[src/verilog/spike_delay_pkg.sv]
`default_nettype none

package spike_delay_pkg;

    //////////////////////////////////////////////////
    // widths that carry a meaning
    //////////////////////////////////////////////////

    // spikes counted in one simulation step
    typedef logic [31:0] spike_count_t;

    // neuron tick period setting, ticks come every value+1 cycles
    typedef logic [15:0] half_cnt_t;

    // slot index into the circular spike memories
    typedef logic [4:0] delay_addr_t;

    //////////////////////////////////////////////////
    // sizes
    //////////////////////////////////////////////////

    // memory entries = delay in neuron ticks
    localparam int DELAY_DEPTH = 32;

    // neuron ticks per simulation tick
    localparam int SIM_DIV = 16;
    localparam int SIM_DIV_W = $clog2(SIM_DIV);
    typedef logic [SIM_DIV_W-1:0] sim_div_t;

    // simulation steps of delay on the direct count
    localparam int COUNT_DELAY_STAGES = 8;

    // second memory reads one slot ahead
    // so the chain lands on exactly twice the delay
    localparam int CHAIN_READ_LEAD = 1;

    // period setting after reset
    localparam half_cnt_t DEFAULT_HALF_CNT = 16'd3;

    // memory fill tracking
    typedef enum logic {
        FILLING,
        RUNNING
    } fill_state_t;

endpackage

`default_nettype wire
[src/verilog/spike_delay_top.sv]
`timescale 1ns/100ps
`default_nettype none

module spike_delay_top
    import spike_delay_pkg::*;
(
    input  wire            ep50trig,
    input  wire            reset_global,
    // motor neuron spike level
    input  wire            i_spike,
    // rate strobe and period value
    input  wire            i_rate_load,
    input  wire half_cnt_t i_half_cnt,
    output logic           o_neuron_tick,
    output logic           o_sim_tick,
    output logic           o_spike_delayed,
    output logic           o_spike_delayed_twice,
    output spike_count_t   o_count_direct,
    output spike_count_t   o_count_late,
    output spike_count_t   o_count_delayed,
    output spike_count_t   o_count_delayed_twice
);

    // shared memory index and fill flag
    delay_addr_t addr;
    logic        filled;

    //////////////////////////////////////////////////
    // tick enables
    //////////////////////////////////////////////////

    tick_timer tick_timer_inst (
        .ep50trig      (ep50trig),
        .reset_global  (reset_global),
        .i_rate_load   (i_rate_load),
        .i_half_cnt    (i_half_cnt),
        .o_neuron_tick (o_neuron_tick),
        .o_sim_tick    (o_sim_tick)
    );

    //////////////////////////////////////////////////
    // spike delay chain
    //////////////////////////////////////////////////

    delay_fill_fsm delay_fill_fsm_inst (
        .ep50trig      (ep50trig),
        .reset_global  (reset_global),
        .i_neuron_tick (o_neuron_tick),
        .o_addr        (addr),
        .o_filled      (filled)
    );

    // first memory, raw stream in
    spike_ram spike_ram_1_inst (
        .ep50trig      (ep50trig),
        .reset_global  (reset_global),
        .i_neuron_tick (o_neuron_tick),
        .i_addr        (addr),
        .i_filled      (filled),
        .i_spike       (i_spike),
        .o_spike       (o_spike_delayed)
    );

    // second memory fed by the first
    spike_ram #(
        .READ_LEAD (CHAIN_READ_LEAD)
    ) spike_ram_2_inst (
        .ep50trig      (ep50trig),
        .reset_global  (reset_global),
        .i_neuron_tick (o_neuron_tick),
        .i_addr        (addr),
        .i_filled      (filled),
        .i_spike       (o_spike_delayed),
        .o_spike       (o_spike_delayed_twice)
    );

    //////////////////////////////////////////////////
    // per-step counts
    //////////////////////////////////////////////////

    spike_counter count_direct_inst (
        .ep50trig      (ep50trig),
        .reset_global  (reset_global),
        .i_neuron_tick (o_neuron_tick),
        .i_sim_tick    (o_sim_tick),
        .i_spike       (i_spike),
        .o_count       (o_count_direct)
    );

    spike_counter count_delayed_inst (
        .ep50trig      (ep50trig),
        .reset_global  (reset_global),
        .i_neuron_tick (o_neuron_tick),
        .i_sim_tick    (o_sim_tick),
        .i_spike       (o_spike_delayed),
        .o_count       (o_count_delayed)
    );

    spike_counter count_delayed_twice_inst (
        .ep50trig      (ep50trig),
        .reset_global  (reset_global),
        .i_neuron_tick (o_neuron_tick),
        .i_sim_tick    (o_sim_tick),
        .i_spike       (o_spike_delayed_twice),
        .o_count       (o_count_delayed_twice)
    );

    // direct count held back COUNT_DELAY_STAGES steps
    count_delay_line count_delay_line_inst (
        .ep50trig     (ep50trig),
        .reset_global (reset_global),
        .i_sim_tick   (o_sim_tick),
        .i_count      (o_count_direct),
        .o_count      (o_count_late)
    );

endmodule

`default_nettype wire

[src/verilog/count_delay_line.sv]
`timescale 1ns/100ps
`default_nettype none

module count_delay_line
    import spike_delay_pkg::*;
(
    input  wire               ep50trig,
    input  wire               reset_global,
    input  wire               i_sim_tick,
    input  wire spike_count_t i_count,
    output spike_count_t      o_count
);

    // stage 0 is the newest count
    spike_count_t stage_q [COUNT_DELAY_STAGES];

    //////////////////////////////////////////////////
    // shift chain
    //////////////////////////////////////////////////

    always_ff @(posedge ep50trig or posedge reset_global)
    begin
        if (reset_global)
        begin
            // counts read as zero until the chain has filled
            for (int i = 0; i < COUNT_DELAY_STAGES; i++)
            begin
                stage_q[i] <= '0;
            end
        end
        else if (i_sim_tick)
        begin
            // takes the direct count as it stands this cycle
            // which is the one published on the previous step
            stage_q[0] <= i_count;
            for (int i = 1; i < COUNT_DELAY_STAGES; i++)
            begin
                stage_q[i] <= stage_q[i-1];
            end
        end
    end

    // oldest stage
    assign o_count = stage_q[COUNT_DELAY_STAGES-1];

endmodule

`default_nettype wire

[src/verilog/spike_ram.sv]
`timescale 1ns/100ps
`default_nettype none

module spike_ram
    import spike_delay_pkg::*;
#(
    // read slot offset from the write slot
    parameter int READ_LEAD = 0
)
(
    input  wire              ep50trig,
    input  wire              reset_global,
    input  wire              i_neuron_tick,
    input  wire delay_addr_t i_addr,
    input  wire              i_filled,
    input  wire              i_spike,
    output logic             o_spike
);

    // one bit per neuron tick of history
    logic        mem [DELAY_DEPTH];
    // read slot, wraps with the index width
    delay_addr_t rd_addr;

    // with a lead of one, the oldest slot is read a tick early,
    // which makes up for the upstream output register
    assign rd_addr = i_addr + delay_addr_t'(READ_LEAD);

    //////////////////////////////////////////////////
    // write port
    //////////////////////////////////////////////////

    always_ff @(posedge ep50trig)
    begin
        if (i_neuron_tick)
        begin
            mem[i_addr] <= i_spike;
        end
    end

    // read port, sees the old contents on the same tick
    always_ff @(posedge ep50trig or posedge reset_global)
    begin
        if (reset_global)
        begin
            o_spike <= 1'b0;
        end
        else if (i_neuron_tick)
        begin
            // slots hold garbage until the first wrap
            o_spike <= i_filled & mem[rd_addr];
        end
    end

endmodule

`default_nettype wire

[src/verilog/delay_fill_fsm.sv]
`timescale 1ns/100ps
`default_nettype none

module delay_fill_fsm
    import spike_delay_pkg::*;
(
    input  wire         ep50trig,
    input  wire         reset_global,
    input  wire         i_neuron_tick,
    output delay_addr_t o_addr,
    output logic        o_filled
);

    fill_state_t state_q;
    fill_state_t state_d;
    // shared slot index for both memories
    delay_addr_t addr_q;
    // index sits on the last slot
    logic        addr_last;

    assign addr_last = (addr_q == delay_addr_t'(DELAY_DEPTH - 1));

    //////////////////////////////////////////////////
    // fill state
    //////////////////////////////////////////////////

    always_comb
    begin
        state_d = state_q;
        case (state_q)
            FILLING:
            begin
                // first wrap, every slot now holds a real sample
                if (i_neuron_tick && addr_last)
                begin
                    state_d = RUNNING;
                end
            end
            RUNNING:
            begin
                state_d = RUNNING;
            end
            default:
            begin
                state_d = FILLING;
            end
        endcase
    end

    always_ff @(posedge ep50trig or posedge reset_global)
    begin
        if (reset_global)
        begin
            state_q <= FILLING;
            addr_q  <= '0;
        end
        else
        begin
            state_q <= state_d;
            // index steps once per neuron tick, modulo depth
            if (i_neuron_tick)
            begin
                addr_q <= addr_last ? '0 : addr_q + 1'b1;
            end
        end
    end

    assign o_addr   = addr_q;
    assign o_filled = (state_q == RUNNING);

    // only a reset takes the memories back to filling
    property p_running_sticks;
        @(posedge ep50trig) disable iff (reset_global)
        (state_q == RUNNING) |=> (state_q == RUNNING);
    endproperty
    a_running_sticks: assert property (p_running_sticks);

endmodule

`default_nettype wire

[src/verilog/spike_counter.sv]
`timescale 1ns/100ps
`default_nettype none

module spike_counter
    import spike_delay_pkg::*;
(
    input  wire          ep50trig,
    input  wire          reset_global,
    input  wire          i_neuron_tick,
    input  wire          i_sim_tick,
    input  wire          i_spike,
    output spike_count_t o_count
);

    // running total within the current step
    spike_count_t total_q;
    // spike level widened for the adder
    spike_count_t spike_inc;

    assign spike_inc = spike_count_t'(i_spike);

    //////////////////////////////////////////////////
    // window count
    //////////////////////////////////////////////////

    always_ff @(posedge ep50trig or posedge reset_global)
    begin
        if (reset_global)
        begin
            total_q <= '0;
            o_count <= '0;
        end
        else if (i_sim_tick)
        begin
            // last neuron tick of the step counts too
            // sim tick only ever comes with a neuron tick
            o_count <= total_q + spike_inc;
            total_q <= '0;
        end
        else if (i_neuron_tick)
        begin
            total_q <= total_q + spike_inc;
        end
    end

    // a step holds SIM_DIV neuron ticks, so no window can count more
    property p_count_bounded;
        @(posedge ep50trig) disable iff (reset_global)
        o_count <= spike_count_t'(SIM_DIV);
    endproperty
    a_count_bounded: assert property (p_count_bounded);

endmodule

`default_nettype wire

[src/verilog/tick_timer.sv]
`timescale 1ns/100ps
`default_nettype none

module tick_timer
    import spike_delay_pkg::*;
(
    input  wire            ep50trig,
    input  wire            reset_global,
    input  wire            i_rate_load,
    input  wire half_cnt_t i_half_cnt,
    output logic           o_neuron_tick,
    output logic           o_sim_tick
);

    // period register, loaded by the rate strobe
    half_cnt_t half_cnt_q;
    // down-counter to next neuron tick
    half_cnt_t tick_cnt_q;
    // neuron ticks seen, modulo SIM_DIV
    sim_div_t  sim_div_q;
    // neuron tick goes out on the next edge
    logic      tick_due;

    // a load restarts the period, so no tick that cycle
    assign tick_due = (tick_cnt_q == '0) && !i_rate_load;

    always_ff @(posedge ep50trig or posedge reset_global)
    begin
        if (reset_global)
        begin
            half_cnt_q <= DEFAULT_HALF_CNT;
        end
        else if (i_rate_load)
        begin
            half_cnt_q <= i_half_cnt;
        end
    end

    //////////////////////////////////////////////////
    // neuron tick
    //////////////////////////////////////////////////

    always_ff @(posedge ep50trig or posedge reset_global)
    begin
        if (reset_global)
        begin
            tick_cnt_q    <= DEFAULT_HALF_CNT;
            o_neuron_tick <= 1'b0;
        end
        else if (i_rate_load)
        begin
            // new value counts from the strobe
            tick_cnt_q    <= i_half_cnt;
            o_neuron_tick <= 1'b0;
        end
        else if (tick_cnt_q == '0)
        begin
            tick_cnt_q    <= half_cnt_q;
            o_neuron_tick <= 1'b1;
        end
        else
        begin
            tick_cnt_q    <= tick_cnt_q - 1'b1;
            o_neuron_tick <= 1'b0;
        end
    end

    //////////////////////////////////////////////////
    // simulation tick
    //////////////////////////////////////////////////

    always_ff @(posedge ep50trig or posedge reset_global)
    begin
        if (reset_global)
        begin
            sim_div_q  <= '0;
            o_sim_tick <= 1'b0;
        end
        else if (tick_due)
        begin
            // 16th, 32nd ... neuron tick after reset
            sim_div_q  <= sim_div_q + 1'b1;
            o_sim_tick <= (sim_div_q == sim_div_t'(SIM_DIV - 1));
        end
        else
        begin
            o_sim_tick <= 1'b0;
        end
    end

    // step boundary always lines up with a neuron tick
    property p_sim_within_neuron;
        @(posedge ep50trig) disable iff (reset_global)
        o_sim_tick |-> o_neuron_tick;
    endproperty
    a_sim_within_neuron: assert property (p_sim_within_neuron);

endmodule

`default_nettype wire

[config.mk]
export PLATFORM = sky130hd
export DESIGN_NAME = spike_delay_top
export DESIGN_NICKNAME = d
export VERILOG_FILES = /design/src/verilog/spike_delay_pkg.sv /design/src/verilog/spike_delay_top.sv /design/src/verilog/count_delay_line.sv /design/src/verilog/spike_ram.sv /design/src/verilog/delay_fill_fsm.sv /design/src/verilog/spike_counter.sv /design/src/verilog/tick_timer.sv
export SDC_FILE = /design/constraint.sdc
export NUM_CORES = 1
export LEC_CHECK = 0
export BUFFER_PORTS_ARGS = -buffer_cell sky130_fd_sc_hd__buf_2
export CAP_MARGIN = 20
export CORE_UTILIZATION = 30
export DETAILED_ROUTE_END_ITERATION = 16
export PLACE_DENSITY = 0.5
export SYNTH_ARGS = -nofsm -noshare
export SYNTH_HDL_FRONTEND = slang
export SYNTH_SLANG_ARGS = --single-unit
[constraint.sdc]
create_clock -name ep50trig -period 14.5 [get_ports ep50trig]
set_clock_uncertainty 0.05 [all_clocks]
set_input_delay 1.45 -clock ep50trig [delete_from_list [all_inputs] [get_ports ep50trig]]
set_output_delay 1.45 -clock ep50trig [all_outputs]
set_load 0.02 [all_outputs]
==> impl_table.tex, run 1 <==
\begin{tabular}{lr}
\hline
Metric & Value \\
\hline
\multicolumn{2}{l}{\textbf{Setup path}} \\
Capturing element of the worst setup path & count\_direct\_inst.total\_q[27] \\
Number of cells on the worst reg-to-reg path & 8 \\
CP endpoint kind & flop \\
Reg2Reg Capture Point & count\_delayed\_inst.total\_q[30] \\
CP Max Fanout & 33 \\
Arrival time worst endpoint & about 4.4 ns \\
Setup slack of the worst register-to-register path & 11.22 ns \\
Crit Path Category & in2reg \\
Crit path launch & i\_spike \\
Critical path launch point type & input pin \\
Worst EP required & between 10 and 15 ns \\
Source of the worst register-to-register timing path & spike\_ram\_1\_inst.o\_spike \\
\multicolumn{2}{l}{\textbf{Layout}} \\
Net count reported at finish & 2106 \\
Fraction of layout instances using a drive strength above 1 & 28.17\% \\
Cell area after layout & 27990 um\^{}2 \\
Filler cell count in the final layout & roughly 8000 \\
Area growth from synthesis to layout & 15.77\% \\
Share of the core filled with cells & 35.26\% \\
Antenna Cells & 0 \\
\multicolumn{2}{l}{\textbf{Global route}} \\
Peak-usage layer in the global routing report & met2 \\
First-pass GRT wire length & approximately 83000 um \\
Grt met2 use & between 20\% and 30\% \\
Via count of the first global-routing pass & $\sim$15000 \\
Global routing usage summed across all routing layers & roughly an eighth \\
Number of antenna violations at the first check in global routing & 0 \\
Largest net degree at the start of global routing & between 150 and 200 \\
Met1 global-route usage & between 10\% and 20\% \\
Overflow left after global routing & 0 \\
Met3 track utilization from global routing & under 10\% \\
\multicolumn{2}{l}{\textbf{Floorplanning}} \\
Die ar. & 81740 um\^{}2 \\
Die X-Extent & approximately 290 um \\
Placeable core region & about 80000 um\^{}2 \\
Initial cell density of the core & between 30\% and 40\% \\
Chip height & roughly 290 um \\
Row Count & just over 100 \\
Number of I/O pins & between 150 and 200 \\
\multicolumn{2}{l}{\textbf{Pwr}} \\
Sw Ratio & 22.42\% \\
Internal power & 2.578 mW \\
Portion of total power attributed to the clock network & about half \\
Power share of the combinational group & about 2.0\% \\
Static leakage & 12.67 nW \\
Net switching power figure & about 0.75 mW \\
Power density relative to cell area & roughly 120 nW/um\^{}2 \\
Sequential group share of total power & between 40\% and 50\% \\
Maximum resistive drop on vdd & about 0.081 mV \\
\multicolumn{2}{l}{\textbf{Timing}} \\
Setup Total Neg Slack & 0 ns \\
Endpoints failing setup & 0 \\
Tcrit/Tclk final & between 20\% and 30\% \\
Worst-margin pin slew & around 1.1 ns \\
Post-layout minimum cycle time & roughly 3.9 ns \\
Achievable clock frequency & roughly 250 MHz \\
Final critical-path setup slack & about 11 ns \\
Number of slew-limit violations in the final report & 0 \\
RSZ-0062 raised after global routing & no \\
Final hold vios & 0 \\
Worst Hold Margin & approximately 0.43 ns \\
Worst relative slew slack & 28.54\% \\
\multicolumn{2}{l}{\textbf{Clocking}} \\
Post-CTS Setup Inserts & 0 \\
Clock tree from TritonCTS & yes \\
Clock latency of the later-clocked register in the worst-skew pair & around 0.62 ns \\
Clock-pin slew reported for the worst setup and hold paths after clock tree synthesis & $\sim$0.060 ns \\
Number of hold buffers added after cts & 0 \\
Number of buffers created by CTS & 68 \\
Clock root cell & sky130\_fd\_sc\_hd\_\_clkbuf\_16 \\
Level count of the clock H-tree & 3 \\
PostCTS Resize Cnt & 0 \\
Clock Tree Buf Depth & 3 \\
Clock Sink Count & $\sim$560 \\
\multicolumn{2}{l}{\textbf{Min path}} \\
Hold Crit Class & reg2reg \\
Origin of the worst min-delay path & delay\_fill\_fsm\_inst.o\_filled \\
\multicolumn{2}{l}{\textbf{Yosys}} \\
Sequential area share after synthesis & between 50\% and 60\% \\
Synthesized area & 24180 um\^{}2 \\
Number of warnings reported in the yosys synthesis log & 0 \\
Syn Area/Cell & $\sim$12 um\^{}2 \\
Count of state elements after synthesis & 558 \\
Gate count after technology mapping & just under 2000 \\
Post-synth EDFFs & 64 \\
Share of async-settable or async-resettable flops after synthesis & 88.53\% \\
Ys flop type & sky130\_fd\_sc\_hd\_\_dfrtp\_1 \\
Distinct cell type count of the synthesized netlist & 53 \\
Number of nets in the synthesized netlist & between 2000 and 2500 \\
\multicolumn{2}{l}{\textbf{Job}} \\
\# Max-Cap Violations & 0 \\
\multicolumn{2}{l}{\textbf{Route}} \\
Wire length per cell & $\sim$16 um \\
Routed via count divided by cell count & 4.701 \\
Remaining routing DRC violations & 0 \\
DRT Wirelength & between 50000 and 60000 um \\
Number of nets with antenna violations after detailed routing & 0 \\
Violation count after the first detailed-route iteration & 643 \\
Detailed Routing Iterations Pass 1 & 5 \\
Via count & about 15000 \\
\multicolumn{2}{l}{\textbf{Place}} \\
Final weighted congestion in routability-driven placement & between 0.7 and 0.8 \\
Placed Instance Area & $\sim$26000 um\^{}2 \\
IO buf count & about 150 \\
HPWL after DPL & 31650 um \\
Post-place setup slack & slightly below 10 ns \\
\multicolumn{2}{l}{\textbf{Status}} \\
Outcome & finished, final reports clean \\
\hline
\end{tabular}
[sequential cells by signal (all words and copies together), names as in the netlist, 16 cells and up]
signal	flops
count_delayed_inst.o_count	32
count_delay_line_inst.stage_q	224
count_delayed_twice_inst.total_q	32
count_delayed_inst.total_q	32
spike_ram_1_inst.mem	32
count_delay_line_inst.o_count	32
count_delayed_twice_inst.o_count	32
count_direct_inst.total_q	32
count_direct_inst.o_count	32
tick_timer_inst.half_cnt_q	16
tick_timer_inst.tick_cnt_q	16
spike_ram_2_inst.mem	32
[cells by family (layout without fill, tap and decap cells)]
group / count (synthesis) / count (layout) / synth area share (%)
AO/OA/AOI/OAI: 185 / 185 / 4.171
buffers and inverters: 190 / 333 / 3.508
flip-flops: 558 / 558 / 59.09
adder cells (fa/ha/maj): 14 / 14 / 0.7245
XOR/XNOR: 164 / 164 / 5.941
AND/OR/NAND/NOR: 567 / 567 / 11.75
multiplexers: 302 / 302 / 14.82
[worst max-delay path, stage by stage]
cell                      delay [ns]
sky130_fd_sc_hd__buf_2          0.45
sky130_fd_sc_hd__ha_1           0.33
sky130_fd_sc_hd__nand4_1        0.25
sky130_fd_sc_hd__nor4_4         0.93
sky130_fd_sc_hd__nand4_1        0.36
sky130_fd_sc_hd__or3_1          0.44
sky130_fd_sc_hd__a21oi_1        0.16
[layer usage]
layer / up-vias / part of all wire [%]
li1: 7079 / -
met1: 7533 / 46
met2: 228 / 47
met3: 75 / 3.9
met4: 0 / 2.4
met5: - / 0
[synthesized netlist by cell type (all sizes together), types with 8 or more instances]
| cell type | instances | share of area [%] |
|---|---|---|
| a21oi | 105 | 2.2 |
| and2 | 19 | 0.49 |
| and3 | 26 | 0.67 |
| and4 | 9 | 0.33 |
| buf | 55 | 1.4 |
| clkbuf | 95 | 1.5 |
| dfrtp | 490 | 51 |
| edfxtp | 64 | 7.9 |
| ha | 14 | 0.72 |
| inv | 40 | 0.62 |
| mux2 | 277 | 13 |
| mux2i | 8 | 0.33 |
| mux4 | 17 | 1.6 |
| nand2 | 76 | 1.2 |
| nand3 | 60 | 1.2 |
| nand4 | 73 | 1.9 |
| nor2 | 221 | 3.4 |
| nor3 | 22 | 0.50 |
| nor4 | 10 | 0.50 |
| o21ai | 53 | 1.1 |
| o31ai | 9 | 0.34 |
| or3 | 23 | 0.60 |
| xnor2 | 44 | 1.6 |
| xor2 | 120 | 4.3 |
[metrics by stage]
step / std cells / total power [mW]
after floorplan: 1980 / 1.676
after global placement: 3049 / 1.695
after detailed placement: 3050 / 1.697
after CTS: 3171 / 3.393
after global routing: 3173 / 3.466
final: 3173 / 3.323
[area by class of cell]
cell class / count / area [um^2] / share of cell area, %
inverter: 40 / 153.9 / 0.5498
sequential: 558 / 14300 / 51.07
clock buffer: 95 / 1933 / 6.906
timing repair buffer: 172 / 942.2 / 3.366
clock inverter: 26 / 294.0 / 1.050
tap: 1050 / 1314 / 4.693
multi-input combinational: 1232 / 9059 / 32.36
[power groups by stage]
stage	Sequential (mW)	Clock, mW	Combinational [mW]
finish	1.60	1.66	0.0665
global route	1.60	1.79	0.0780
CTS	1.60	1.72	0.0694
detailed placement	1.63	0	0.0691
global placement	1.63	0	0.0676
floorplan	1.63	0	0.0484
[how the worst min path moves through the flow]
stage	to	slack, ns	cells after the start
detailed placement	tick_timer_inst.sim_div_q[3]	0.42	1
CTS	tick_timer_inst.sim_div_q[3]	0.43	1
floorplan	delay_fill_fsm_inst.o_filled	0.39	2
finish	delay_fill_fsm_inst.o_filled	0.43	2
global placement	tick_timer_inst.sim_div_q[3]	0.41	1
global route	delay_fill_fsm_inst.o_filled	0.45	2
[layout by cell type, fill, tap and decap left out, drive strengths merged, types with 26 or more instances in the layout]
cell type	count
a21oi	105
and3	26
o21ai	53
xnor2	44
nand2	76
buf	172
clkbuf	95
nand3	60
inv	44
edfxtp	64
nand4	73
dfrtp	490
mux2	277
nor2	221
xor2	120
Power figures use the tool's default switching activity.
==> run 2: changes to the inputs <==
==> constraint.sdc (replaced) <==
create_clock -name ep50trig -period 3.4 [get_ports ep50trig]
set_clock_uncertainty 0.05 [all_clocks]
set_input_delay 0.34 -clock ep50trig [delete_from_list [all_inputs] [get_ports ep50trig]]
set_output_delay 0.34 -clock ep50trig [all_outputs]
set_load 0.02 [all_outputs]
==> run 2 against run 1 <==
Against the previous run: register-to-register slack got worse by 10 ns; sequential share of layout area decreased by 0.90 points; routed wire length increased by 0.68%; combinational power increased to 4.9 times the previous value; hold slack got worse by 0.18 ns; largest power group unchanged; critical path depth unchanged; clock power increased to 4.3 times the previous value; clock-buffer cell count unchanged; non-clock buffer count increased by 41; sequential power increased to 4.3 times the previous value; largest cell class unchanged.
==> impl_table.tex, run 2 (synthesis gave the netlist of run 1 again) <==
\begin{tabular}{lr}
\hline
Metric & Value \\
\hline
\multicolumn{2}{l}{\textbf{Timing}} \\
Number of slew-limit violations in the final report & 0 \\
Worst Hold Margin & between 0.2 and 0.25 ns \\
Post-layout minimum cycle time & roughly 2.6 ns \\
RSZ-0062 raised after global routing & no \\
Worst relative slew slack & roughly 34\% \\
Achievable clock frequency & $\sim$380 MHz \\
Endpoints failing setup & 0 \\
Tcrit/Tclk final & between 70\% and 80\% \\
Final hold vios & 0 \\
Worst-margin pin slew & between 0.9 and 1 ns \\
\multicolumn{2}{l}{\textbf{Clocking}} \\
Post-CTS Setup Inserts & 0 \\
Clock Sink Count & approximately 560 \\
Clock root cell & sky130\_fd\_sc\_hd\_\_clkbuf\_16 \\
Clock latency of the later-clocked register in the worst-skew pair & between 0.6 and 0.7 ns \\
Number of buffers created by CTS & 68 \\
Clock tree from TritonCTS & yes \\
Clock-pin slew reported for the worst setup and hold paths after clock tree synthesis & roughly 0.06 ns \\
Clock Tree Buf Depth & 3 \\
Level count of the clock H-tree & 3 \\
\multicolumn{2}{l}{\textbf{Global route}} \\
Global routing usage summed across all routing layers & about 13\% \\
First-pass GRT wire length & $\sim$84000 um \\
Via count of the first global-routing pass & between 15000 and 20000 \\
Largest net degree at the start of global routing & 97 \\
Overflow left after global routing & 0 \\
Number of antenna violations at the first check in global routing & 0 \\
\multicolumn{2}{l}{\textbf{Layout}} \\
Filler cell count in the final layout & approximately 7800 \\
Share of the core filled with cells & a little over a third \\
Net count reported at finish & approximately 2100 \\
Commonest cells after routing, fill and taps aside & sky130\_fd\_sc\_hd\_\_dfrtp\_1, sky130\_fd\_sc\_hd\_\_mux2\_2, sky130\_fd\_sc\_hd\_\_nor2\_1 \\
Area growth from synthesis to layout & 17.84\% \\
Antenna Cells & 0 \\
Register name with the most flops & count\_delay\_line\_inst.stage\_q \\
Most common cell after layout, fill and taps aside & sky130\_fd\_sc\_hd\_\_dfrtp\_1 \\
Fraction of layout instances using a drive strength above 1 & between 20\% and 30\% \\
Register cell area after layout & 14300 um\^{}2 \\
Area of the multi-input gates & 9059 um\^{}2 \\
Max reg flops & 224 \\
\multicolumn{2}{l}{\textbf{Setup path}} \\
Critical Path Max Stage Delay & about 0.56 ns \\
Crit-path leading delay family & simple AND/OR/NAND/NOR gates \\
Crit Path Category & reg2reg \\
Crit path max-delay cell type & sky130\_fd\_sc\_hd\_\_nor4b\_4 \\
CP endpoint kind & flop \\
Worst EP required & slightly below 4 ns \\
CP Max Fanout & 9 \\
Arrival time worst endpoint & $\sim$3.1 ns \\
Series of cell instances along the critical path & ha\_1 -> ha\_1 -> nand3\_1 -> nor4b\_4 -> nand4\_1 -> or4\_1 -> a21oi\_1 \\
Most common cell type on the critical path & sky130\_fd\_sc\_hd\_\_ha\_1 \\
Critical path launch point type & flop \\
Count of buffer and inverter cells on the critical path & 0 \\
\multicolumn{2}{l}{\textbf{Place}} \\
IO buf count & roughly 150 \\
Final weighted congestion in routability-driven placement & approximately 0.75 \\
HPWL after DPL & roughly 33000 um \\
\multicolumn{2}{l}{\textbf{Floorplanning}} \\
Row Count & 103 \\
Die X-Extent & about 290 um \\
Number of I/O pins & approximately 150 \\
Die ar. & between 80000 and 90000 um\^{}2 \\
Initial cell density of the core & 30.46\% \\
Placeable core region & approximately 79000 um\^{}2 \\
Chip height & roughly 290 um \\
\multicolumn{2}{l}{\textbf{Route}} \\
Routed via count divided by cell count & 4.675 \\
Number of nets with antenna violations after detailed routing & 0 \\
Wire length per cell & between 15 and 20 um \\
Detailed Routing Iterations Pass 1 & 7 \\
DRT Wirelength & 50650 um \\
Via count & around 15000 \\
Remaining routing DRC violations & 0 \\
Violation count after the first detailed-route iteration & a little under 800 \\
\multicolumn{2}{l}{\textbf{Pwr}} \\
Power density relative to cell area & roughly 500 nW/um\^{}2 \\
Net switching power figure & $\sim$3.1 mW \\
Static leakage & roughly 13 nW \\
Portion of total power attributed to the clock network & between 50\% and 60\% \\
Power share of the combinational group & 2.3\% \\
Sequential group share of total power & approximately 48\% \\
Internal power & roughly 11 mW \\
Maximum resistive drop on vdd & approximately 0.37 mV \\
Sw Ratio & between 20 and 25\% \\
\multicolumn{2}{l}{\textbf{Status}} \\
Outcome & finished, final reports clean \\
\multicolumn{2}{l}{\textbf{Min path}} \\
Hold Crit Class & in2reg \\
\multicolumn{2}{l}{\textbf{Job}} \\
\# Max-Cap Violations & 0 \\
\hline
\end{tabular}
-- run 2: metal layers --
metal  wire (um)  part of all wire [%]  global-route usage, %
met5           0                     0                      0
met4        1245                   2.5                  3.917
met3        2011                   4.0                  2.855
met2       24010                    47                  20.46
met1       23380                    46                  16.64
-- run 2: per-stage QoR --
step	total power, mW	std cells	cell area [um^2]	setup TNS [ns]	worst slack (ns)
3_3_place_gp	7.258	3076	26080	0	0.8067
6_report	14.31	3216	28490	0	0.7842
2_1_floorplan	7.148	1980	24180	-1814.05	-3.687
4_1_cts	14.61	3216	28490	0	0.7664
3_5_place_dp	7.265	3076	26080	0	0.7065
5_1_grt	14.91	3216	28490	0	0.5401
-- run 2: power by group through the flow --
stage	Combinational (mW)	Sequential, mW	Clock [mW]
after CTS	0.341	6.82	7.45
after global placement	0.317	6.94	0
final	0.324	6.82	7.17
after detailed placement	0.323	6.94	0
after global routing	0.380	6.82	7.71
after floorplan	0.207	6.94	0
-- run 2: worst paths after layout --
path | from | to | slack (ns) | cells after the start
setup / recovery | count_delayed_inst.total_q[0] | count_delayed_inst.total_q[28] | 0.78 | 7
hold / removal | i_spike | count_direct_inst.o_count[0] | 0.25 | 3
setup reg to reg | count_delayed_inst.total_q[0] | count_delayed_inst.total_q[28] | 0.78 | 7
hold reg to reg | tick_timer_inst.sim_div_q[3] | tick_timer_inst.sim_div_q[3] | 0.43 | 1
max in group asynchronous | reset_global | count_delay_line_inst.stage_q[73] | 1.85 | 5
min in group asynchronous | reset_global | count_direct_inst.total_q[6] | 0.37 | 3
-- run 2: worst min-delay path, stage by stage --
cell and delay [ns]:
sky130_fd_sc_hd__buf_2 0.17, sky130_fd_sc_hd__ha_1 0.20, sky130_fd_sc_hd__mux2_2 0.15
-- run 2: final cells by class --
cell class                 count  share of cell area (%)
timing repair buffer         213                   5.006
clock buffer                  95                   6.719
tap                         1050                   4.611
inverter                      40                  0.5401
multi-input combinational   1232                   31.79
clock inverter                28                   1.155
sequential                   558                   50.18
-- run 2: repair_timing --
action                                 CTS  global route
hold buffers                            17             0
gates resized for setup                  0             0
endpoints found under the hold margin   48             0
